--- src/pool_pkg.sv ---
`default_nettype none

package pool_pkg;

	localparam int DATA_W    = 8;
	localparam int ADDR_W    = 10;
	localparam int MEM_DEPTH = 1024;
	localparam int NUM_REQ   = 3;
	localparam int MAX_ROW   = 32;

	// arbiter priority, lowest index wins
	localparam int REQ_HOST = 0;
	localparam int REQ_RELU = 1;
	localparam int REQ_POOL = 2;

	typedef logic signed [DATA_W-1:0] pixel_t;
	typedef logic [ADDR_W-1:0] addr_t;

	typedef struct packed {
		logic   valid;
		logic   we;
		addr_t  addr;
		pixel_t wdata;
	} mem_req_t;

	// num_row needs one bit more than the row index
	typedef struct packed {
		logic [$clog2(MAX_ROW):0] num_row;
		logic [2:0]               num_channel;
		addr_t                    in_base;
		addr_t                    out_base;
	} layer_cfg_t;

	typedef enum logic [1:0] {SEQ_IDLE, SEQ_RELU, SEQ_POOL} seq_state_t;
	typedef enum logic [1:0] {POOL_IDLE, POOL_READ, POOL_WRITE} pool_state_t;
	typedef enum logic [1:0] {RELU_IDLE, RELU_READ, RELU_WRITE} relu_state_t;

endpackage

`default_nettype wire

--- src/mem_arbiter.sv ---
`timescale 1ns/1ns
`default_nettype none

module mem_arbiter import pool_pkg::*; (
	input  wire mem_req_t     reqs [NUM_REQ],
	output logic [NUM_REQ-1:0] gnts,
	output mem_req_t          mem_req
);

	// walk from lowest priority up so the lowest valid index wins
	always_comb begin
		gnts    = '0;
		mem_req = '0;
		for (int i = NUM_REQ - 1; i >= 0; i--) begin
			if (reqs[i].valid) begin
				gnts    = '0;
				gnts[i] = 1'b1;
				mem_req = reqs[i];
			end
		end
	end

endmodule

`default_nettype wire

--- config.mk ---
export PLATFORM = sky130hd
export DESIGN_NAME = mem_arbiter
export DESIGN_NICKNAME = d
export VERILOG_FILES = /design/src/pool_pkg.sv /design/src/mem_arbiter.sv
export SDC_FILE = /design/constraint.sdc
export NUM_CORES = 1
export LEC_CHECK = 0
export BUFFER_PORTS_ARGS = -buffer_cell sky130_fd_sc_hd__buf_4
export CAP_MARGIN = 30
export CELL_PAD_IN_SITES_DETAIL_PLACEMENT = 1
export CELL_PAD_IN_SITES_GLOBAL_PLACEMENT = 1
export CORE_UTILIZATION = 17
export DETAILED_ROUTE_END_ITERATION = 8
export GPL_ROUTABILITY_DRIVEN = 0
export PLACE_DENSITY = 0.81
export SLEW_MARGIN = 20
export SYNTH_ARGS = -nofsm -noshare
export SYNTH_HDL_FRONTEND = slang
export SYNTH_SLANG_ARGS = --single-unit
--- constraint.sdc ---
create_clock -name vclk -period 0.8
set_clock_uncertainty 0.1 [all_clocks]
set_input_delay 0.16 -clock vclk [all_inputs]
set_output_delay 0.16 -clock vclk [all_outputs]
set_load 0.005 [all_outputs]
# After elaboration in Yosys (flattened, before gate mapping)
# Index checks and enable logic that the tools add are counted.
# totals
input_bits	60
ff_bits	0
wordCells	6
output_inout_bits	23
# classes
n_mux	6
# op_table
cell	n
$mux W20	3
$mux W3	3

# Depth between registers and ports, before layout
# logic_depth
word_depth	3
ltp_mapped	3
mapped_depth_nobuf	2

# Worst setup path before layout
# OpenSTA, ideal clock, no wires.
# synth_path
path_type	input-to-output
from	input reqs[39] (netlist name)
to	output mem_req[10] (netlist name)
n_path_buf	1
arrival_ns	0.583
path_slack_ns	-0.043
required_ns	0.540
cell_stages	3
path_cell_list	buf_2 > nand3b_1 > a21oi_1
# synth_rtl
item	line	rtl
start: declaration	mem_arbiter.sv:5	input wire mem_req_t reqs [NUM_REQ],
end: declaration	mem_arbiter.sv:7	output mem_req_t mem_req

==> impl_metrics.py <==
metrics = {
    "pwr": {
        "power_density_nw_per_um2": 564,
        "p_comb_frac": 1.000,
        "internal-power_w": 0.000622,
        "swShare": 0.359,
        "pwr-share-clk": 0,
        "power_switching_w": 0.000349,
        "power.leakage_nw": 0.766,
        "seqPwrFrac": 0,
        "irDropWorstVdd_mv": 0.213,
    },
    "sta": {
        "fin_ws_ns": -0.242,
        "final_max_slew_viol_count": 0,
        "worstMarginPinSlew_ns": 0.186,
        "fin_crit_sh": 1.30,
        "rsz0062_at_grt": "yes",
        "whs_ns": 0.460,
        "final_hold_viol_count": 0,
        "fmax_mhz": 960,
        "setup_viol": 21,
        "max-slew-margin-rel": 0.876,
        "fin_crit_ns": 1.04,
        "setup_tns_ns": -3.79,
    },
    "floorplan": {
        "chipWidth_um": 58.1,
        "num_io_pins": 83,
        "fp.dieArea_um2": 3370,
        "rows": 19,
        "fp.dieH_um": 58.1,
        "start_util": 0.186,
        "core_um2": 2880,
    },
    "route": {
        "viasPerCell": 4.90,
        "drtIter0Drc": 29,
        "detail_route.wl_per_cell_um": 19.7,
        "ant_nets": 0,
        "drt-total-wl_um": 4220,
        "post-route-drc-count": 10,
        "drtPass1Iterations": 6,
        "vias": 1048,
    },
    "synthesis": {
        "ys_warn_count": 0,
        "synth.avg_cell_area_um2": 5.94,
        "syn-instance-count": 90,
        "yosys.area.top_type": "a21oi_1",
        "synth.area.top_cells": "a21oi_1 36%, nand3b_1 27%, nor2b_1 23%",
        "synth_compound_area_frac": 0.356,
        "synth_top_family_by_area": "simple AND/OR/NAND/NOR gates",
        "muxShareOfSynthArea": 0,
        "syn_nets": 150,
        "ys_top_cells_by_count": "38 x a21oi_1, 20 x nor2b_1, 19 x nand3b_1",
        "synthXorXnorAreaFrac": 0,
        "synth-simple-area-share": 0.527,
        "yosysMostFrequentCell": "a21oi_1",
        "synth_cell_types": 7,
        "ys_seq_area_frac": 0,
        "synth_adder_area_share": 0,
        "syn_area_um2": 534,
        "yosysTopAreaCellShare": 0.356,
    },
    "grt": {
        "grt_use_total": 0.215,
        "grt_max_degree": 22,
        "antenna_found_initial": 0,
        "grt_pass1_wl_um": 5690,
        "grt_remaining_overflow": 0,
        "grt_pass1_vias": 1099,
    },
    "layout": {
        "drive_above_1_share": 0.855,
        "finalNonFillerCells": 214,
        "diodes": 0,
        "seq_cells": 0,
        "nNetsFinal": 234,
        "area_delta_synth_final_pct": 222,
        "clkbuf_count": 0,
        "finish.utilization": 0.599,
        "seqCellArea_um2": 0,
    },
    "outcome": {
        "violations": "DRC, setup timing",
        "status": "finished, violations left",
    },
    "placement": {
        "placed_cells": 204,
        "hpwl_um": 2120,
        "portBuffers": 83,
    },
    "setup_path": {
        "startpoint": "reqs[39]",
        "max_stage_delay_ns": 0.36,
        "path_max_fanout": 6,
        "cpMaxStageDelayCell": "or3_1",
        "cp_cell_sequence": "buf_16, or3_1, buf_4",
        "crit_required_ns": 0.54,
        "cp-start-kind": "input pin",
        "crit_family": "simple AND/OR/NAND/NOR gates",
        "cp_data_arrival_time_ns": 0.78,
        "worstSetupEndpointType": "output pin",
        "critPathBufInv": 2,
        "critPathKind": "in -> out",
    },
    "run": {
        "maxCapViolations": 0,
    },
    "worst_hold_path": {
        "hold_start": "reqs[59]",
        "min_path_type": "in -> out",
    },
}
-- cell families (layout without fill, tap and decap cells) --
family | Yosys count | in the layout
buffers and inverters | 11 | 93
and+or+nand+nor | 41 | 41
AOI/OAI and AO/OA | 38 | 38
-- layout make-up --
| type | instances | area (um^2) |
|---|---|---|
| timing repair buffer | 93 | 935 |
| fill | 330 | 1150 |
| tap | 42 | 52.6 |
| multi-input combinational | 79 | 736 |
-- power by group through the flow --
stage / sequential [W] / clock, W / combinational (W)
floorplan: 0 / 0 / 0.000287
global placement: 0 / 0 / 0.000642
detailed placement: 0 / 0 / 0.000664
CTS: 0 / 0 / 0.000912
global route: 0 / 0 / 0.00103
finish: 0 / 0 / 0.000972
-- stage by stage --
| stage | area [um^2] | worst slack (ns) | total power (W) |
|---|---|---|---|
| after floorplan | 631 | -0.0258 | 0.000287 |
| after global placement | 1220 | -0.370 | 0.000642 |
| after detailed placement | 1220 | -0.380 | 0.000664 |
| after CTS | 1630 | -0.230 | 0.000912 |
| after global routing | 1720 | -0.263 | 0.00103 |
| final | 1720 | -0.242 | 0.000972 |
-- layout by cell type (no fill, tap or decap) --
cell type and count:
nand3b_1 19, nor2b_4 16, nor2b_1 4, a21oi_1 1, nor3b_2 1, a21oi_2 37
buf_4 80, clkbuf_16 3, buf_16 9, buf_6 1, or3_1 1
-- worst paths after layout --
| kind | to | slack (ns) | depth (start not counted) |
|---|---|---|---|
| min | gnts[0] | 0.46 | 2 |
| max | mem_req[19] | -0.24 | 3 |
-- metal layers --
metal	vias to the layer above	GRT usage	routed length [um]
met5	-	0	0
met4	0	0.00340	0
met3	0	0.0179	375
met2	61	0.404	2160
met1	496	0.279	1680
li1	491	-	-
-- what timing repair did --
item / 4_1_cts / 5_1_grt
cloned: 6 / 4
setup buffers: 0 / 0
hold endpoints to repair: 0 / 0
pin swaps: 1 / 5
hold buffers: 0 / 0
endpoints found under the setup margin: 23 / 22
gates resized for setup: 63 / 5
(Power assumes the default switching activity.)
