==> src/pool_pkg.sv <==
`default_nettype none

package pool_pkg;

	localparam int DATA_W    = 8;
	localparam int ADDR_W    = 10;
	localparam int MEM_DEPTH = 1024;
	localparam int NUM_REQ   = 3;
	localparam int MAX_ROW   = 32;

	// arbiter priority, lowest index wins
	localparam int REQ_HOST = 0;
	localparam int REQ_RELU = 1;
	localparam int REQ_POOL = 2;

	typedef logic signed [DATA_W-1:0] pixel_t;
	typedef logic [ADDR_W-1:0] addr_t;

	typedef struct packed {
		logic   valid;
		logic   we;
		addr_t  addr;
		pixel_t wdata;
	} mem_req_t;

	// num_row needs one bit more than the row index
	typedef struct packed {
		logic [$clog2(MAX_ROW):0] num_row;
		logic [2:0]               num_channel;
		addr_t                    in_base;
		addr_t                    out_base;
	} layer_cfg_t;

	typedef enum logic [1:0] {SEQ_IDLE, SEQ_RELU, SEQ_POOL} seq_state_t;
	typedef enum logic [1:0] {POOL_IDLE, POOL_READ, POOL_WRITE} pool_state_t;
	typedef enum logic [1:0] {RELU_IDLE, RELU_READ, RELU_WRITE} relu_state_t;

endpackage

`default_nettype wire

==> src/pool_unit.sv <==
`timescale 1ns/1ns
`default_nettype none

module pool_unit import pool_pkg::*; (
	input  wire logic       clk,
	input  wire logic       rst,
	input  wire logic       start,
	input  wire layer_cfg_t cfg,
	output mem_req_t        req,
	input  wire logic       gnt,
	input  wire pixel_t     rdata,
	output logic            done
);

	pool_state_t                state;
	layer_cfg_t                 cfg_q;
	logic [2:0]                 ch;
	logic [$clog2(MAX_ROW)-1:0] orow;
	logic [$clog2(MAX_ROW)-1:0] ocol;
	logic [$clog2(MAX_ROW)-1:0] last_idx;
	logic [1:0]                 rd_idx;
	logic                       rd_pend;
	addr_t                      tl_addr;
	addr_t                      out_addr;
	addr_t                      rd_off;
	pixel_t                     max_q;
	logic                       last_win;

	// output map is num_row/2 square
	assign last_idx = cfg_q.num_row[$clog2(MAX_ROW):1] - 1'b1;
	assign last_win = (ocol == last_idx) && (orow == last_idx) &&
		(ch == cfg_q.num_channel - 3'd1);

	// window order: top-left, top-right, bottom-left, bottom-right
	assign rd_off = (rd_idx[1] ? addr_t'(cfg_q.num_row) : addr_t'(0)) + addr_t'(rd_idx[0]);

	always_ff @(posedge clk) begin
		if (start) begin
			cfg_q <= cfg;
		end
	end

	// running signed maximum, reset at each new window
	always_ff @(posedge clk) begin
		if ((state == POOL_IDLE && start) || (state == POOL_WRITE && !rd_pend && gnt)) begin
			max_q <= {1'b1, {(DATA_W-1){1'b0}}};
		end else if (rd_pend && rdata > max_q) begin
			max_q <= rdata;
		end
	end

	always_ff @(posedge clk or negedge rst) begin
		if (!rst) begin
			state    <= POOL_IDLE;
			ch       <= '0;
			orow     <= '0;
			ocol     <= '0;
			rd_idx   <= '0;
			rd_pend  <= 1'b0;
			tl_addr  <= '0;
			out_addr <= '0;
			done     <= 1'b0;
		end else begin
			done    <= 1'b0;
			// one read in flight, data compared the cycle after its grant
			rd_pend <= (state == POOL_READ) && gnt;
			case (state)
				POOL_IDLE: begin
					if (start) begin
						ch       <= '0;
						orow     <= '0;
						ocol     <= '0;
						rd_idx   <= '0;
						tl_addr  <= cfg.in_base;
						out_addr <= cfg.out_base;
						state    <= POOL_READ;
					end
				end
				POOL_READ: begin
					if (gnt) begin
						rd_idx <= rd_idx + 2'd1;
						if (rd_idx == 2'd3) begin
							state <= POOL_WRITE;
						end
					end
				end
				POOL_WRITE: begin
					if (!rd_pend && gnt) begin
						out_addr <= out_addr + addr_t'(1);
						if (ocol == last_idx) begin
							// row end and channel end both skip one input row
							ocol    <= '0;
							tl_addr <= tl_addr + addr_t'(cfg_q.num_row) + addr_t'(2);
							if (orow == last_idx) begin
								orow <= '0;
								ch   <= ch + 3'd1;
							end else begin
								orow <= orow + 1'b1;
							end
						end else begin
							ocol    <= ocol + 1'b1;
							tl_addr <= tl_addr + addr_t'(2);
						end
						if (last_win) begin
							state <= POOL_IDLE;
							done  <= 1'b1;
						end else begin
							state <= POOL_READ;
						end
					end
				end
				default: state <= POOL_IDLE;
			endcase
		end
	end

	// wdata stays fixed while a read waits for its grant
	always_comb begin
		req.valid = (state == POOL_READ) || (state == POOL_WRITE && !rd_pend);
		req.we    = (state == POOL_WRITE);
		req.addr  = (state == POOL_WRITE) ? out_addr : tl_addr + rd_off;
		req.wdata = (state == POOL_WRITE) ? max_q : pixel_t'(0);
	end

endmodule

`default_nettype wire

==> config.mk <==
export PLATFORM = sky130hd
export DESIGN_NAME = pool_unit
export DESIGN_NICKNAME = d
export VERILOG_FILES = /design/src/pool_pkg.sv /design/src/pool_unit.sv
export SDC_FILE = /design/constraint.sdc
export NUM_CORES = 1
export LEC_CHECK = 0
export BUFFER_PORTS_ARGS = -buffer_cell sky130_fd_sc_hd__buf_2
export CELL_PAD_IN_SITES_DETAIL_PLACEMENT = 1
export CELL_PAD_IN_SITES_GLOBAL_PLACEMENT = 2
export CORE_MARGIN = 2
export CORE_UTILIZATION = 35
export CTS_CLUSTER_DIAMETER = 50
export DETAILED_ROUTE_END_ITERATION = 12
export PLACE_DENSITY = 0.91
export SLEW_MARGIN = 20
export SYNTH_ARGS = -nofsm -noshare
export SYNTH_HDL_FRONTEND = slang
export SYNTH_SLANG_ARGS = --single-unit
==> constraint.sdc <==
create_clock -name clk -period 3.4 [get_ports clk]
set_input_delay 0.34 -clock clk [delete_from_list [all_inputs] [get_ports clk]]
set_output_delay 0.34 -clock clk [all_outputs]
set_load 0.01 [all_outputs]
# == Yosys cells after proc, flatten, opt, wreduce, memory -nomap -nowiden ==
# Cells that the tools add are included.
# totals
register_bits,56
input_bits,41
out_inout_bits,21
word_cells,91
# classes
n_addsub,12
magnitude_cmp,1
eq_ne,12
muxes,35
n_reduce_logical,19
# op_table
cell,count
10-bit 2-to-1 mux,6
10-bit case mux with 2 select lines,2
5-bit 2-to-1 mux,6
"10-bit by 2-bit adder with 10-bit output, second input constant",2
5-bit case mux with 2 select lines,2
2-bit 2-to-1 mux,6
3-bit 2-to-1 mux,4
"10-bit by 1-bit adder with 10-bit output, second input constant",1
10-bit by 6-bit adder with 10-bit output,1
10-bit by 7-bit adder with 10-bit output,1
"5-bit by 1-bit adder with 5-bit output, second input constant",2
5-bit == test,2
8-bit greater-than comparator,1
1-bit logical AND,8
8-bit 2-to-1 mux,1
"2-bit by 1-bit inequality test with 1-bit output, second input constant",4
4-bit AND reduction,2
6-bit by 1-bit adder with 7-bit output,1
6-bit 2-to-1 mux,1
2-bit case mux with 3 select lines,1
3-bit case mux with 2 select lines,1
3-bit AND reduction,2
5-bit AND reduction,1
"5-bit by 1-bit subtractor with 5-bit output, second input constant",1
other kinds (13),20

# == Longest topological paths before layout ==
# logic_depth
word_depth,7
mapped_depth,12
mapped_depth_nobuf,12

# == Worst setup path after synthesis ==
# OpenSTA, ideal clock, no wires.
# synth_path
path_type,flip-flop to output port
start,register rd_idx[1]
end,output req[16] (netlist name)
t_arrival_ns,2.460
t_required_ns,3.060
setup_slack_ns,0.600
path_stages_with_launch,11
n_path_buf,0
path_cell_list,dfrtp_1 -> nand2_1 -> fa_1 -> fa_1 -> nor2b_1 -> o21ai_0 -> a21boi_0 -> o21ai_0 -> a211oi_1 -> xnor2_1 -> o21ai_0
# synth_rtl
item,line_no,rtl
start: declaration,pool_unit.sv:21,logic [1:0] rd_idx;
start signal: assignment,pool_unit.sv:81,rd_idx <= rd_idx + 2'd1;
end: declaration,pool_unit.sv:9,"output mem_req_t req,"

==> results.txt <==
Number of clock sinks: 56. The starting density of the core came out at 36.3%. The clock network accounts for 17.6% of the total power. TritonCTS built the clock tree. The H-tree was split into 2 levels. In this run the remaining antenna-violating nets after routing total 0. In the final design database the tool counted 592 nets. Internal power: 2000 uW. Worst stage delay on the critical path: 480 ps. Synthesized net count: 535. Final hold analysis gives a worst-case slack of 188 ps. Of the post-synthesis cell area, the part taken by muxes is 3.06%.

Once the clock tree was built, the setup fixing pass inserted 0 buffers. The logs give 0 for the total count of max-transition violations in the final report and 3,879 for the via count of the first global-routing pass. The final hold violation count was 0.

The global routing met2 resource utilization was 33.9%; the net switching power figure was 1510 uW. The first-pass iteration count of the detailed router came out at 4. The core region is 0.0109 mm^2.

The wire length of the first global-routing pass is 18,700 um, and the area of the die is 0.0122 mm^2. The synthesized-area fraction occupied by and/or/nand/nor cells came out at 18.2%. Clock latency on the worst-skew pair, taken at its later pin, is 300 ps. After routing the design area is 0.00461 mm^2.

The first routing iteration left 103 violations. Number of antenna violations at the first check in global routing: 0. The share of cells above drive strength 1 was 18.0%; the final setup TNS was 0 ps. Measured against its own limit, the worst slew margin works out to 35.4%. The number of enable-type register cells in the synthesized netlist is 9. The count of buffers added on input and output ports is 61. The die height is 110 um, and the setup slack of the most critical reg-to-reg path is 590 ps. Global routing consumed, over all layers together, 18.3% of the routing resources.

The synthesized-area fraction occupied by adder cells is 11.9%. Clock tree synthesis selected as its root buffer the cell sky130_fd_sc_hd__clkbuf_16. Layer carrying the most global-route usage: met2. The type of the worst setup path is reg2out. The worst setup path is launched from a register.

Counting tap cells, the placed design contains a total of 648 instances. The final weighted congestion of routability-driven global placement is 0.810. Dividing the final minimum period by the clock period gives 94.9%. Tracing the worst setup path back leads to its startpoint at rd_idx[0]. The endpoint required time on the critical path is 3060 ps.

Averaged over all synthesized cells, the footprint is 8.66 um^2. For this design the static power due to leakage is 0.00214 uW. Setup violations remaining at the end of the flow were counted as 0.

The average wire per standard cell came out at 17.0 um. Entering global routing, the biggest net connects 48 pins. The post-route minimum period was 3230 ps; the via count normalized by instance count was 5.38.

After detailed routing, the number of remaining DRC violations is 0. Timing would allow up to 0.310 GHz. Summing the areas of all compound-gate instances in the mapped netlist gives 18.1% of the synthesized area. The cell count after synthesis is 458. The count of non-filler cells in the finished layout is 656. The dominant combinational cell family by area after synthesis was simple AND/OR/NAND/NOR gates. The async set-reset flop share out of synthesis was 69.6%.

The cell that appears most often on the critical path is sky130_fd_sc_hd__o21ai_0. The tools report the number of different library cells in the post-synthesis netlist as 51. Among all flip-flop cells after synthesis, the most frequent one is sky130_fd_sc_hd__dfrtp_1. The power per unit of standard cell area is 760 mW/mm^2. The mapped netlist covers 0.00397 mm^2. The number of synthesis warnings is 0, and the fraction of power consumed by combinational cells is 50.1%. For this block, the routed nets add up to 11,100 um of wire. After clock tree synthesis, the clock-pin slew on the worst setup and hold paths is 80 ps.

In this run, CTS created clock tree buffers numbering 5. The beginning of the worst register-to-register path is cfg_q[24]. IR analysis of the VDD net gives a maximum drop of 0.323 mV.

Summing over every cut layer, the via total after detailed routing is 3,529. After Yosys synthesis, XOR and XNOR cells account for 8.04% of the synthesized area. Sequential elements use 35.5% of the synthesized area. The number of antenna diodes in the final layout is 0. Net switching is 42.9% of the power. The max-capacitance violation count is 0. The worst register-to-register path has a depth of 8. Traced cell by cell, the critical path runs through inv_1, fa_1, fa_2, nor2b_1, o21ai_0, a21boi_1, o21ai_2, a211oi_2, xnor2_1, o21ai_0, buf_2. Die width: 110 um.

Post-route clock skew: 5.50 ps. In this run the worst hold path is classified as in2async. The run gives 62 as the number of placed I/O pins. After detailed placement, the total cell area comes to 0.00443 mm^2.

The worst path arrival time came out at 2890 ps. Capturing point of the worst reg2reg path: state[0]. No sink is reached through more buffers than the 2 on the longest clock path.

The total of flip-flops plus latches after synthesis is 56, and the met3 global-route usage is 2.58%. The run finished with clean final reports. Highest fanout seen on the critical path: 3. The worst setup path is captured at an output pin. The actual transition at the worst max-transition pin was 969 ps; the estimated wirelength of the detail-placed design was 8420 um. In the global route stage, met1 resource usage came out at 22.3%.

The fraction of power consumed by sequential logic is 32.2%, and the area growth from synthesis to layout is 16.3%. The row count is 38. Setup repair after global routing left no endpoint under its margin.

For this run the aggregate overflow at the end of global routing stands at 0. The largest individual stage delay along the critical path comes from the cell sky130_fd_sc_hd__fa_1.
what timing repair did:
action                     4_1_cts  5_1_grt
hold buffers                     0        0
pin swaps                        0        1
setup endpoints to repair        1        3
gates resized for setup          1        6
cells in the mapped netlist, types with 4 or more instances:
cell / number / share of area (%)
sky130_fd_sc_hd__nor3_1: 8 / 1.0
sky130_fd_sc_hd__a211oi_1: 7 / 1.3
sky130_fd_sc_hd__clkbuf_1: 14 / 1.3
sky130_fd_sc_hd__o22ai_1: 8 / 1.3
sky130_fd_sc_hd__dfxtp_1: 8 / 4.0
sky130_fd_sc_hd__xor2_1: 10 / 2.2
sky130_fd_sc_hd__mux2i_1: 11 / 2.8
sky130_fd_sc_hd__inv_1: 32 / 3.0
sky130_fd_sc_hd__and2_1: 7 / 1.1
sky130_fd_sc_hd__o21ai_0: 34 / 4.3
sky130_fd_sc_hd__xnor2_1: 16 / 3.5
sky130_fd_sc_hd__and3_1: 7 / 1.1
sky130_fd_sc_hd__nand3_1: 15 / 1.9
sky130_fd_sc_hd__ha_1: 33 / 10
sky130_fd_sc_hd__dfrtp_1: 39 / 25
sky130_fd_sc_hd__o31ai_1: 6 / 1.1
sky130_fd_sc_hd__a21oi_1: 40 / 5.0
sky130_fd_sc_hd__nand2_1: 39 / 3.7
sky130_fd_sc_hd__nor2b_1: 6 / 0.95
sky130_fd_sc_hd__o21a_1: 4 / 0.76
sky130_fd_sc_hd__nand4_1: 6 / 0.95
sky130_fd_sc_hd__edfxtp_1: 9 / 6.8
sky130_fd_sc_hd__nor2_1: 52 / 4.9
kinds of logic (layout without fill, tap and decap cells):
group | count (synthesis) | after routing
fa+ha+maj | 36 | 36
mux | 12 | 12
flops | 56 | 56
simple gates | 152 | 152
xor+xnor | 30 | 30
buf+inv | 51 | 109
compound gates | 121 | 121
cell type report:
cell class	instances	area (um^2)
inverters	32	120
fillers	1342	6320
flip-flops and latches	56	1410
repair buffers	69	365
well taps	140	175
multi-input cells	351	2380
clock inverters	3	46.3
clock buffers	5	125
through the flow:
step | utilization [%] | power, uW | setup slack, ps
finish | 42.2 | 3510 | 173
CTS | 42.0 | 3510 | 50.5
detailed placement | 40.5 | 2870 | 326
global placement | 40.5 | 2750 | 421
floorplan | - | 2290 | 600
global route | 42.2 | 3820 | 29.5
worst max path at each step:
| stage | depth (start not counted) | to | slack, ps |
|---|---|---|---|
| 5_1_grt | 11 | req[16] | 30 |
| 2_1_floorplan | 10 | req[16] | 600 |
| 3_3_place_gp | 11 | req[16] | 420 |
| 4_1_cts | 11 | req[16] | 50 |
| 6_report | 11 | req[16] | 170 |
| 3_5_place_dp | 11 | req[16] | 330 |
power by group through the flow:
stage | logic, uW | registers [uW] | clock network, uW
after global routing | 2010 | 1160 | 651
after detailed placement | 1730 | 1140 | 0
final | 1760 | 1130 | 619
after floorplan | 1240 | 1060 | 0
after CTS | 1740 | 1130 | 633
after global placement | 1620 | 1120 | 0
critical path, delay by kind of cell (launching register included):
kind	cells	cell delay [ps]
compound gates	5	870
fa+ha+maj	2	860
flops	1	390
buf+inv	2	270
simple gates	1	120
xor+xnor	1	100
metal layers:
| metal | vias up | share of wire (%) |
|---|---|---|
| li1 | 1718 | - |
| met1 | 1730 | 44 |
| met2 | 62 | 52 |
| met3 | 19 | 2.6 |
| met4 | 0 | 1.8 |
| met5 | - | 0 |
cells in the final DEF, fill, tap and decap left out, drive strengths merged, types with 10 or more instances in the layout:
cell type  instances
nand2             39
ha                33
a21oi             41
xnor2             16
dfrtp             39
mux2i             11
nand3             15
buf               69
o21ai             37
inv               33
nor2              54
xor2              10
registers in the layout, summed over array words and instances (netlist names):
signal,count
out_addr,10
ch,3
orow,5
state,2
rd_idx,2
max_q,8
cfg_q,9
done,1
rd_pend,1
tl_addr,10
ocol,5
Power figures use the tool's default switching activity.
