[config.mk]
export PLATFORM = sky130hd
export DESIGN_NAME = relu_unit
export DESIGN_NICKNAME = d
export VERILOG_FILES = /design/src/pool_pkg.sv /design/src/relu_unit.sv
export SDC_FILE = /design/constraint.sdc
export NUM_CORES = 1
export LEC_CHECK = 0
export BUFFER_PORTS_ARGS = -buffer_cell sky130_fd_sc_hd__buf_2
export CAP_MARGIN = 20
export CORE_MARGIN = 8
export CORE_UTILIZATION = 53
export DETAILED_ROUTE_END_ITERATION = 8
export PLACE_DENSITY = 0.74
export SLEW_MARGIN = 40
export SYNTH_ARGS = -nofsm -noshare
export SYNTH_HDL_FRONTEND = slang
export SYNTH_SLANG_ARGS = --single-unit
[constraint.sdc]
create_clock -name clk -period 6.7 [get_ports clk]
set_input_delay 0.67 -clock clk [delete_from_list [all_inputs] [get_ports clk]]
set_output_delay 0.67 -clock clk [all_outputs]
set_load 0.05 [all_outputs]
[src/pool_pkg.sv]
`default_nettype none

package pool_pkg;

	localparam int DATA_W    = 8;
	localparam int ADDR_W    = 10;
	localparam int MEM_DEPTH = 1024;
	localparam int NUM_REQ   = 3;
	localparam int MAX_ROW   = 32;

	// arbiter priority, lowest index wins
	localparam int REQ_HOST = 0;
	localparam int REQ_RELU = 1;
	localparam int REQ_POOL = 2;

	typedef logic signed [DATA_W-1:0] pixel_t;
	typedef logic [ADDR_W-1:0] addr_t;

	typedef struct packed {
		logic   valid;
		logic   we;
		addr_t  addr;
		pixel_t wdata;
	} mem_req_t;

	// num_row needs one bit more than the row index
	typedef struct packed {
		logic [$clog2(MAX_ROW):0] num_row;
		logic [2:0]               num_channel;
		addr_t                    in_base;
		addr_t                    out_base;
	} layer_cfg_t;

	typedef enum logic [1:0] {SEQ_IDLE, SEQ_RELU, SEQ_POOL} seq_state_t;
	typedef enum logic [1:0] {POOL_IDLE, POOL_READ, POOL_WRITE} pool_state_t;
	typedef enum logic [1:0] {RELU_IDLE, RELU_READ, RELU_WRITE} relu_state_t;

endpackage

`default_nettype wire

[src/relu_unit.sv]
`timescale 1ns/1ns
`default_nettype none

module relu_unit import pool_pkg::*; (
	input  wire logic       clk,
	input  wire logic       rst,
	input  wire logic       start,
	input  wire layer_cfg_t cfg,
	output mem_req_t        req,
	input  wire logic       gnt,
	input  wire pixel_t     rdata,
	output logic            done
);

	relu_state_t state;
	layer_cfg_t  cfg_q;
	logic [14:0] cnt;
	logic [14:0] num_pix;
	logic        rd_pend;
	pixel_t      wdata_q;

	assign num_pix = cfg_q.num_row * cfg_q.num_row * cfg_q.num_channel;

	always_ff @(posedge clk) begin
		if (start) begin
			cfg_q <= cfg;
		end
	end

	// rdata is valid in the cycle after the read grant
	always_ff @(posedge clk) begin
		if (state == RELU_WRITE && rd_pend) begin
			wdata_q <= rdata[DATA_W-1] ? '0 : rdata;
		end
	end

	always_ff @(posedge clk or negedge rst) begin
		if (!rst) begin
			state   <= RELU_IDLE;
			cnt     <= '0;
			rd_pend <= 1'b0;
			done    <= 1'b0;
		end else begin
			done <= 1'b0;
			case (state)
				RELU_IDLE: begin
					if (start) begin
						cnt   <= '0;
						state <= RELU_READ;
					end
				end
				RELU_READ: begin
					if (gnt) begin
						rd_pend <= 1'b1;
						state   <= RELU_WRITE;
					end
				end
				RELU_WRITE: begin
					if (rd_pend) begin
						rd_pend <= 1'b0;
					end else if (gnt) begin
						if (cnt == num_pix - 15'd1) begin
							state <= RELU_IDLE;
							done  <= 1'b1;
						end else begin
							cnt   <= cnt + 15'd1;
							state <= RELU_READ;
						end
					end
				end
				default: state <= RELU_IDLE;
			endcase
		end
	end

	// write request waits out the data cycle
	always_comb begin
		req.valid = (state == RELU_READ) || (state == RELU_WRITE && !rd_pend);
		req.we    = (state == RELU_WRITE);
		req.addr  = cfg_q.in_base + cnt[ADDR_W-1:0];
		req.wdata = wdata_q;
	end

endmodule

`default_nettype wire

Yosys cells after proc, flatten, opt, wreduce, memory -nomap -nowiden. Index checks and enable logic that the tools add are counted. Widths: inputs -> output; s select.

Flip-flop bits (word level): 46. Bits in latches: 0. Memory bits (writable): 0. Bits in read-only memories: 0. Logic and storage cells: 49. Memories: 0.

$add $sub $neg: 3. Multiply operators: 2. Divide/modulo/power cells: 0. Magnitude comparators: 0. Eq/ne operators: 8. Shifts and indexed selects: 0. Muxes and demuxes: 17. Bitwise logic cells: 0. Reductions and logical operators: 10.

Operator list (count): $mux 15 (4); $pmux 15 s2 (1); $add 15x1->15 const B (1); $eq 15x15->1 (1); $mul 12x3->15 (1); $sub 15x1->15 const B (1); $mul 6x6->12 (1); $add 10x10->10 (1); $mux 2 (4); $ne 2x2->1 const B (4); $mux 1 (6); $pmux 2 s3 (1); $reduce_and 5->1 (1); $reduce_and 4->1 (1); $reduce_bool 2->1 (2); $eq 2x1->1 const B (1); $eq 2x2->1 const B (1); $logic_and 1x1->1 (2); $logic_not 2->1 (1); $ne 2x1->1 const B (1); $pmux 1 s2 (1); $reduce_and 2->1 (1); $logic_not 1->1 (1); $logic_or 1x1->1 (1).

Depth between registers and ports, before layout. Gate-level depths: netlist of run 1.

Word-level depth: 8. Gate-level depth with buffers: 29. Depth with buffers taken out: 27.

Least setup slack after synthesis of run 1. No wires, ideal clock.

Path kind: flip-flop to flip-flop. Start: reg cfg_q[23] (netlist bit). End: reg cnt[5]. Setup time: 0.110 ns. Arrival: 6.411 ns. Required time: 6.590 ns. Slack: 0.178 ns. Stages on the path, launching flop included: 30. Buffers on the path: 2. Period minus slack after synthesis: 6.522 ns. Cell sequence: edfxtp_1 -> clkbuf_1 -> nand2_1 -> fa_1 -> inv_1 -> ha_1 -> a21oi_1 -> fa_1 -> inv_1 -> ha_1 -> nor2b_1 -> o21a_1 -> o21ai_0 -> nand2b_1 -> a21oi_1 -> xnor2_1 -> nand2_1 -> ha_1 -> fa_1 -> inv_1 -> ha_1 -> a211oi_1 -> o211a_1 -> a21boi_0 -> mux2i_1 -> nor2_1 -> and4b_4 -> or3_4 -> buf_12 -> o41ai_1.

Word-level cells in the longest chain between the ends: 6.

Ends and longest elaborated chain: start, declared (RTL line relu_unit.sv:16) `layer_cfg_t cfg_q;`; start signal, assigned (RTL line relu_unit.sv:26) `cfg_q <= cfg;`; $mul 6x6->12 (RTL line relu_unit.sv:22) `assign num_pix = cfg_q.num_row * cfg_q.num_row * cfg_q.num_channel;`; $mul 12x3->15 (RTL line relu_unit.sv:22); $sub 15x1->15 (RTL line relu_unit.sv:62) `if (cnt == num_pix - 15'd1) begin`; $eq 15x15->1 (RTL line relu_unit.sv:62); $ne 2x2->1 (no line); $reduce_and 5->1 (no line); end signal, assigned (RTL line relu_unit.sv:66) `cnt <= cnt + 15'd1;`; end, declared (RTL line relu_unit.sv:17) `logic [14:0] cnt;`.

No other way between the ends. A chain may end at the register's enable or synchronous reset.

Worst setup path in the final report of run 1.
Start: reg cfg_q[27] (netlist bit). End: reg cnt[14].

Same word-level chain as after synthesis.

==> results of run 1 <==
[kinds of logic after synthesis]
family	Yosys count
AOI/OAI and AO/OA	110
other	1
and+or+nand+nor	150
DFF	45
muxes	5
xor gates and xnor gates	34
buffers and inverters	62
adders and majority gates	67
[flip-flops by register name, summed over array words and instances, names as in the netlist]
register  count
cfg_q        19
cnt          15
done          1
rd_pend       1
state         2
wdata_q       7
[cell type report]
class | count | area, sq um | area share
Timing Repair Buffer | 77 | 454.2 | 0.08785
Multi-Input combinational cell | 367 | 3054 | 0.5908
Tap cell | 105 | 131.4 | 0.02541
Clock buffer | 5 | 68.82 | 0.01331
Sequential cell | 45 | 1256 | 0.2430
Inverter | 49 | 183.9 | 0.03558
Clock inverter | 3 | 21.27 | 0.004114
[per-layer routing]
| metal | vias to the layer above | global-route usage | share of wire | wire length [um] |
|---|---|---|---|---|
| met4 | 0 | 0.03920 | 0.012 | 119 |
| met3 | 11 | 0.03239 | 0.048 | 472 |
| met5 | - | 0 | 0 | 0 |
| li1 | 1802 | - | - | - |
| met1 | 1712 | 0.2098 | 0.46 | 4494 |
| met2 | 85 | 0.2877 | 0.48 | 4770 |
[stage by stage]
stage | setup slack, ps | cell area (sq um) | power [mW] | instances | utilization
2_1_floorplan | 178.5 | 4394 | 1.716 | 474 | -
3_3_place_gp | 54.73 | 4840 | 2.096 | 634 | 0.5950
3_5_place_dp | 13.44 | 4842 | 2.136 | 634 | 0.5953
4_1_cts | 1.572 | 4947 | 2.321 | 644 | 0.6082
5_1_grt | -116.2 | 5170 | 2.696 | 651 | 0.6356
6_report | 236.0 | 5170 | 2.477 | 651 | 0.6356
[layout by cell type (no fill, tap or decap), types with 7 or more instances in the layout]
cell type  netlist  layout
a21o_1           8       8
buf_4            1      25
and2_1          18      15
inv_1           49      48
dfrtp_1         19      19
nor2b_1         17      16
edfxtp_1        26      26
nand3_1          7       7
ha_1            49      44
o21ai_0         30      26
fa_1            18      18
buf_2            1      51
nor2_1          23      23
xnor2_1         20      18
xor2_1          13      12
nand2_1         50      49
nand2b_1         8       8
a21oi_1         22      17
[path summary, 6_finish.rpt]
kind	start	endpoint	slack, ps	cells after the start
hold / removal	rst	done	290	1
min in group clk	cfg[11]	cfg_q[11]	530	1
hold reg to reg	cnt[14]	cnt[14]	550	1
setup reg to reg	cfg_q[27]	cnt[14]	240	27
setup / recovery	cfg_q[27]	cnt[14]	240	27
max in group asynchronous	rst	cnt[4]	6090	1
[what timing repair did]
action,CTS,global route
pin swaps,1,21
endpoints found under the hold margin,0,0
cloned,0,1
setup buffers,2,6
setup endpoints to repair,10,17
gates resized for setup,0,34
[power by group]
| group | leakage, nW | switching (mW) | internal [mW] |
|---|---|---|---|
| registers | 0.510 | 0.0345 | 0.328 |
| clock network | 0.0445 | 0.101 | 0.0742 |
| logic | 1.92 | 1.07 | 0.874 |
==> results.yml, run 1 <==
worst_setup_path:
  slowest_stage: "fa_1"
  critical_path.max_stage_delay_ps: 540
  cp_top_family: "adder cells"
  worst-setup-path-type: "reg2reg"
  crit_buf_inv: 3
  cp.arrival_ps: 6670
  cp-end-kind: "register"
  cp-start-kind: "register"
  required_ps: 6910
  crit_fanout: 13
timing:
  clock_skew_ps: 6.637
  tns_ps: 0
  fmax_mhz: 154.7
  hold_violations: 0
  period_needed_ps: 6464
  period_share: 0.9648
  hold_slack_ps: 290.6
  drv_slew: 0
  rsz0062_at_grt: "yes"
  finalSetupViolations: 0
  worst-slew-pin-transition_ps: 564.8
  maxSlewHeadroom: 0.6218
route:
  wl_per_cell_um: 15.14
  dr.pass1.iters: 4
  via_count: 3610
  ant_nets: 0
  drc_errors: 0
  drt_iter0_markers: 251
  drt-total-wl_um: 9856
  via_per_inst: 5.545
logic_synthesis:
  synth_xor_area_frac: 0.07090
  ys_ff_latch: 45
  yosys.area.top_type: "edfxtp_1"
  synth.distinct_cells: 62
  post_synth.cell_area_avg_sq_um: 9.270
  ys_top_cells_by_count: "nand2_1 (50), ha_1 (49), inv_1 (49), o21ai_0 (30), edfxtp_1 (26)"
  netlist_instances: 474
  postSynth.asyncResetShare: 0.4222
  synth_top_family_by_area: "adder cells"
  yosysMostFrequentCell: "nand2_1"
  synth_enable_flop_cells: 26
  synth_area_leaders: "edfxtp_1 (18%), ha_1 (14%), dfrtp_1 (11%)"
  synth_compound_area_frac: 0.1723
  synth_warnings: 0
  yosys.area_share.adder: 0.2215
  yosys.area_share.simple: 0.1788
  synth.area.mux_share: 0.01167
  ys.flop_type: "edfxtp_1"
  synth_top_cell_area_share: 0.1777
  syn_nets: 582
  synth_seq_area_share: 0.2859
  syn_area_sq_um: 4394
place:
  gp_congestion: 0.8404
  portBuffers: 50
  dp_hpwl_um: 7564
floorplanning:
  fp.dieH_um: 107.1
  io_pins: 62
  die_w_um: 107.1
  core_area_sq_um: 8134
  initial_core_util: 0.5402
  dieArea_sq_um: 11460
  row_count: 33
outcome:
  run_status: "completed"
flow_run:
  drv_cap: 0
cts:
  ctsLongestPathBuffers: 2
  numCtsBuffers: 5
  cts_hold_buf: 0
  cts_tree: "built"
  clk_latency_ps: 310
  clock_sinks: 45
  clkTransAtPathRegs_ps: 90
  h-tree-depth: 2
  cts_root_buf: "clkbuf_8"
cells_and_area:
  area_delta_synth_final_pct: 17.65
  nets: 653
  num_antenna_cells: 0
  drive_gt1_frac: 0.2344
  fill_cells: 672
grt:
  grt_pass1_vias: 3660
  grt_usage: 0.1672
  grt_pass1_wl_um: 16050
  antenna_found_initial: 0
  overflow: 0
  grt_max_degree: 22
power:
  ir_worst_vdd_uv: 267.5
  p_per_area_nw_per_um2: 479.1
  power.leakage_nw: 2.477
worst_hold_path:
  hp-class: "in2async"
Note: power is estimated with default switching activity, not from simulation.
==> run 2: changes to the inputs <==
--- a/config.mk
+++ b/config.mk
@@ -5,10 +5,11 @@
 export SDC_FILE = /design/constraint.sdc
 export NUM_CORES = 1
 export LEC_CHECK = 0
+export ABC_AREA = 1
 export BUFFER_PORTS_ARGS = -buffer_cell sky130_fd_sc_hd__buf_2
 export CAP_MARGIN = 20
 export CORE_MARGIN = 8
-export CORE_UTILIZATION = 53
+export CORE_UTILIZATION = 54
 export DETAILED_ROUTE_END_ITERATION = 8
 export PLACE_DENSITY = 0.74
 export SLEW_MARGIN = 40
==> run 2 against run 1 <==
- area after synthesis increased by 5.8%
- highest routed layer unchanged
- synthesized cell count rose by 35%
- worst hold slack worse by 10 ps
- worst setup slack better by 230 ps
- fmax increased by 3.6%
- critical path depth rose by 4
- combinational power down 17%
- power down 12%
- cell count is 23% higher
- clock-buffer cell count rose by 1
- clock skew grew 6.8 ps
==> results.yml, run 2 <==
outcome:
  run_status: "completed"
floorplanning:
  core_area_sq_um: 8551
  row_count: 34
  dieArea_sq_um: 11830
  fp.dieH_um: 108.8
  initial_core_util: 0.5436
  io_pins: 62
  die_w_um: 108.8
logic_synthesis:
  synth_top_cell_area_share: 0.1680
  syn_area_sq_um: 4648
  synth_area_leaders: "edfxtp_1 (17%), nand2_1 (14%), ha_1 (13%)"
  syn_nets: 749
  synth.distinct_cells: 35
  postSynth.asyncResetShare: 0.4222
  yosysMostFrequentCell: "nand2_1"
  synth_warnings: 0
  ys.flop_type: "edfxtp_1"
  synth_seq_area_share: 0.2703
  ys_top_cells_by_count: "nand2_1 (173), inv_1 (123), nand3_1 (54), nor2_1 (52), ha_1 (49)"
  netlist_instances: 641
  post_synth.cell_area_avg_sq_um: 7.251
  synth_enable_flop_cells: 26
  ys_ff_latch: 45
  yosys.area.top_type: "edfxtp_1"
power:
  netSwitchingFraction: 0.5332
  p_per_area_nw_per_um2: 423.9
  power.leakage_nw: 2.843
  p_clk_frac: 0.099
  p_seq_frac: 0.159
  combPwrFrac: 0.742
  ir_worst_vdd_uv: 228.8
  total_power_mw: 2.176
  switching_power_mw: 1.160
  p_int_mw: 1.016
grt:
  use_met3: 0.02364
  gr-usage-met1: 0.2407
  overflow: 0
  grt_busiest_layer: "met2"
  grtUsageMet2: 0.3187
  grt_pass1_vias: 4122
  grt_max_degree: 21
  grt_pass1_wl_um: 18140
  grt_usage: 0.1841
  antenna_found_initial: 0
worst_setup_path:
  r2r_start: "cfg_q[23]"
  slowest_stage: "fa_1"
  cp-end-kind: "register"
  reg2reg_depth: 31
  worst-setup-path-type: "reg2reg"
  cp-start-kind: "register"
  required_ps: 6900
  reg2reg_slack_ps: 460
  endpoint: "state[0]"
  crit_fanout: 17
  timing.rr.end: "state[0]"
  setup.worst_path.start: "cfg_q[23]"
  cp.arrival_ps: 6440
  critical_path.max_stage_delay_ps: 560
place:
  pre_cts_ws_ps: 374.8
  gp_congestion: 0.8362
  dp_hpwl_um: 8053
  portBuffers: 50
cells_and_area:
  top_regs: "cfg_q: 19 flops, cnt: 15 flops, wdata_q: 7 flops"
  mostFrequentLayoutCell: "nand2_1"
  area_delta_synth_final_pct: 10.44
  layout_common_cells: "nand2_1 (173), inv_1 (123), nand3_1 (54), nor2_1 (51), buf_2 (50)"
  nets: 797
  num_antenna_cells: 0
  largest-register: "cfg_q"
  drive_gt1_frac: 0.1174
  largest_reg_flops: 19
worst_hold_path:
  hp-class: "in2async"
route:
  via_per_inst: 5.100
  drt_iter0_markers: 268
  dr.pass1.iters: 4
  wl_per_cell_um: 12.90
  drc_errors: 0
  drt-total-wl_um: 10300
  ant_nets: 0
  via_count: 4070
timing:
  finalSetupViolations: 0
  worst-slew-pin-transition_ps: 841.3
  rsz0062_at_grt: "no"
  maxSlewHeadroom: 0.4385
  period_needed_ps: 6236
  fmax_mhz: 160.3
  clock_skew_ps: 13.42
  period_share: 0.9308
  finalWorstSetupSlack_ps: 463.5
  tns_ps: 0
  hold_violations: 0
  drv_slew: 0
cts:
  clkTransAtPathRegs_ps: 100
  numCtsBuffers: 5
  cts_root_buf: "clkbuf_8"
  cts_hold_buf: 0
  clock_sinks: 45
  cts_tree: "built"
  clk_latency_ps: 310
  ctsLongestPathBuffers: 2
  h-tree-depth: 2
flow_run:
  drv_cap: 0
[run 2: changes by cell type in the layout (fill, tap and decap cells not counted), sizes merged, moves of 6 or more]
cell and delta:
a21o -7, a21oi +9, and2 -18, buf -19
inv +74, nand2 +127, nand2b -8, nand3 +49
nor2 +34, nor2b -17, o21ai -25, o41ai -8
xnor2 -6, xor2 +8
[run 2: cells by family (layout without fill, tap and decap cells)]
group / Yosys count / count (layout) / synth area share
compound gates: 47 / 47 / 0.05572
xor+xnor: 35 / 35 / 0.06595
fa+ha+maj: 67 / 67 / 0.2094
buf+inv: 141 / 190 / 0.1179
flops: 45 / 45 / 0.2703
other cells: 1 / 1 / 0.0008068
simple gates: 305 / 305 / 0.2799
[run 2: power groups by stage]
stage	clock [mW]	combinational, mW	sequential, mW
6_report	0.215	1.61	0.347
5_1_grt	0.228	1.87	0.350
4_1_cts	0.215	1.60	0.350
3_5_place_dp	0	1.59	0.356
3_3_place_gp	0	1.55	0.354
2_1_floorplan	0	1.29	0.366
[run 2: area by class of cell]
cell class	instances	area [sq um]
Multi-Input combinational cell	455	2855
Fill cell	759	3417
Timing Repair Buffer	58	310.3
Inverter	124	465.4
Tap cell	108	135.1
Sequential cell	45	1256
Clock inverter	2	38.79
Clock buffer	6	72.57
[run 2: how the worst min path moves through the flow]
stage,from,end,slack [ps],depth (start not counted)
final,rst,cnt[10],280,1
after global routing,rst,cnt[8],310,1
after CTS,rst,cnt[10],310,1
after detailed placement,rd_pend,done,550,3
after global placement,rd_pend,done,530,3
after floorplan,rst,cnt[0],370,0
[run 2: metal layers]
layer | wire [um] | up-vias
met4 | 88 | 0
met1 | 4806 | 1886
met2 | 5029 | 86
met5 | 0 | -
li1 | - | 2090
met3 | 374 | 8
[run 2: repair_timing]
item | 4_1_cts | 5_1_grt
gates resized for setup | 0 | 1
endpoints found under the setup margin | 0 | 16
setup buffers | 0 | 8
[run 2: worst max-delay path, delay by kind of cell (launching register included)]
family                     cells  cell delay (ps)
AOI/OAI and AO/OA              6              930
buffers and inverters          6              360
xor gates and xnor gates       1              150
DFF                            1              490
and+or+nand+nor               11             1350
adders and majority gates      7             2800
[run 2: stage by stage]
stage	cells	area [sq um]	utilization	hold slack, ps
final	798	5134	0.6004	280.1
after global placement	782	4951	0.5790	529.6
after detailed placement	782	4954	0.5793	545.1
after floorplan	641	4648	-	374.4
after global routing	798	5134	0.6004	306.4
after CTS	790	5065	0.5923	306.1
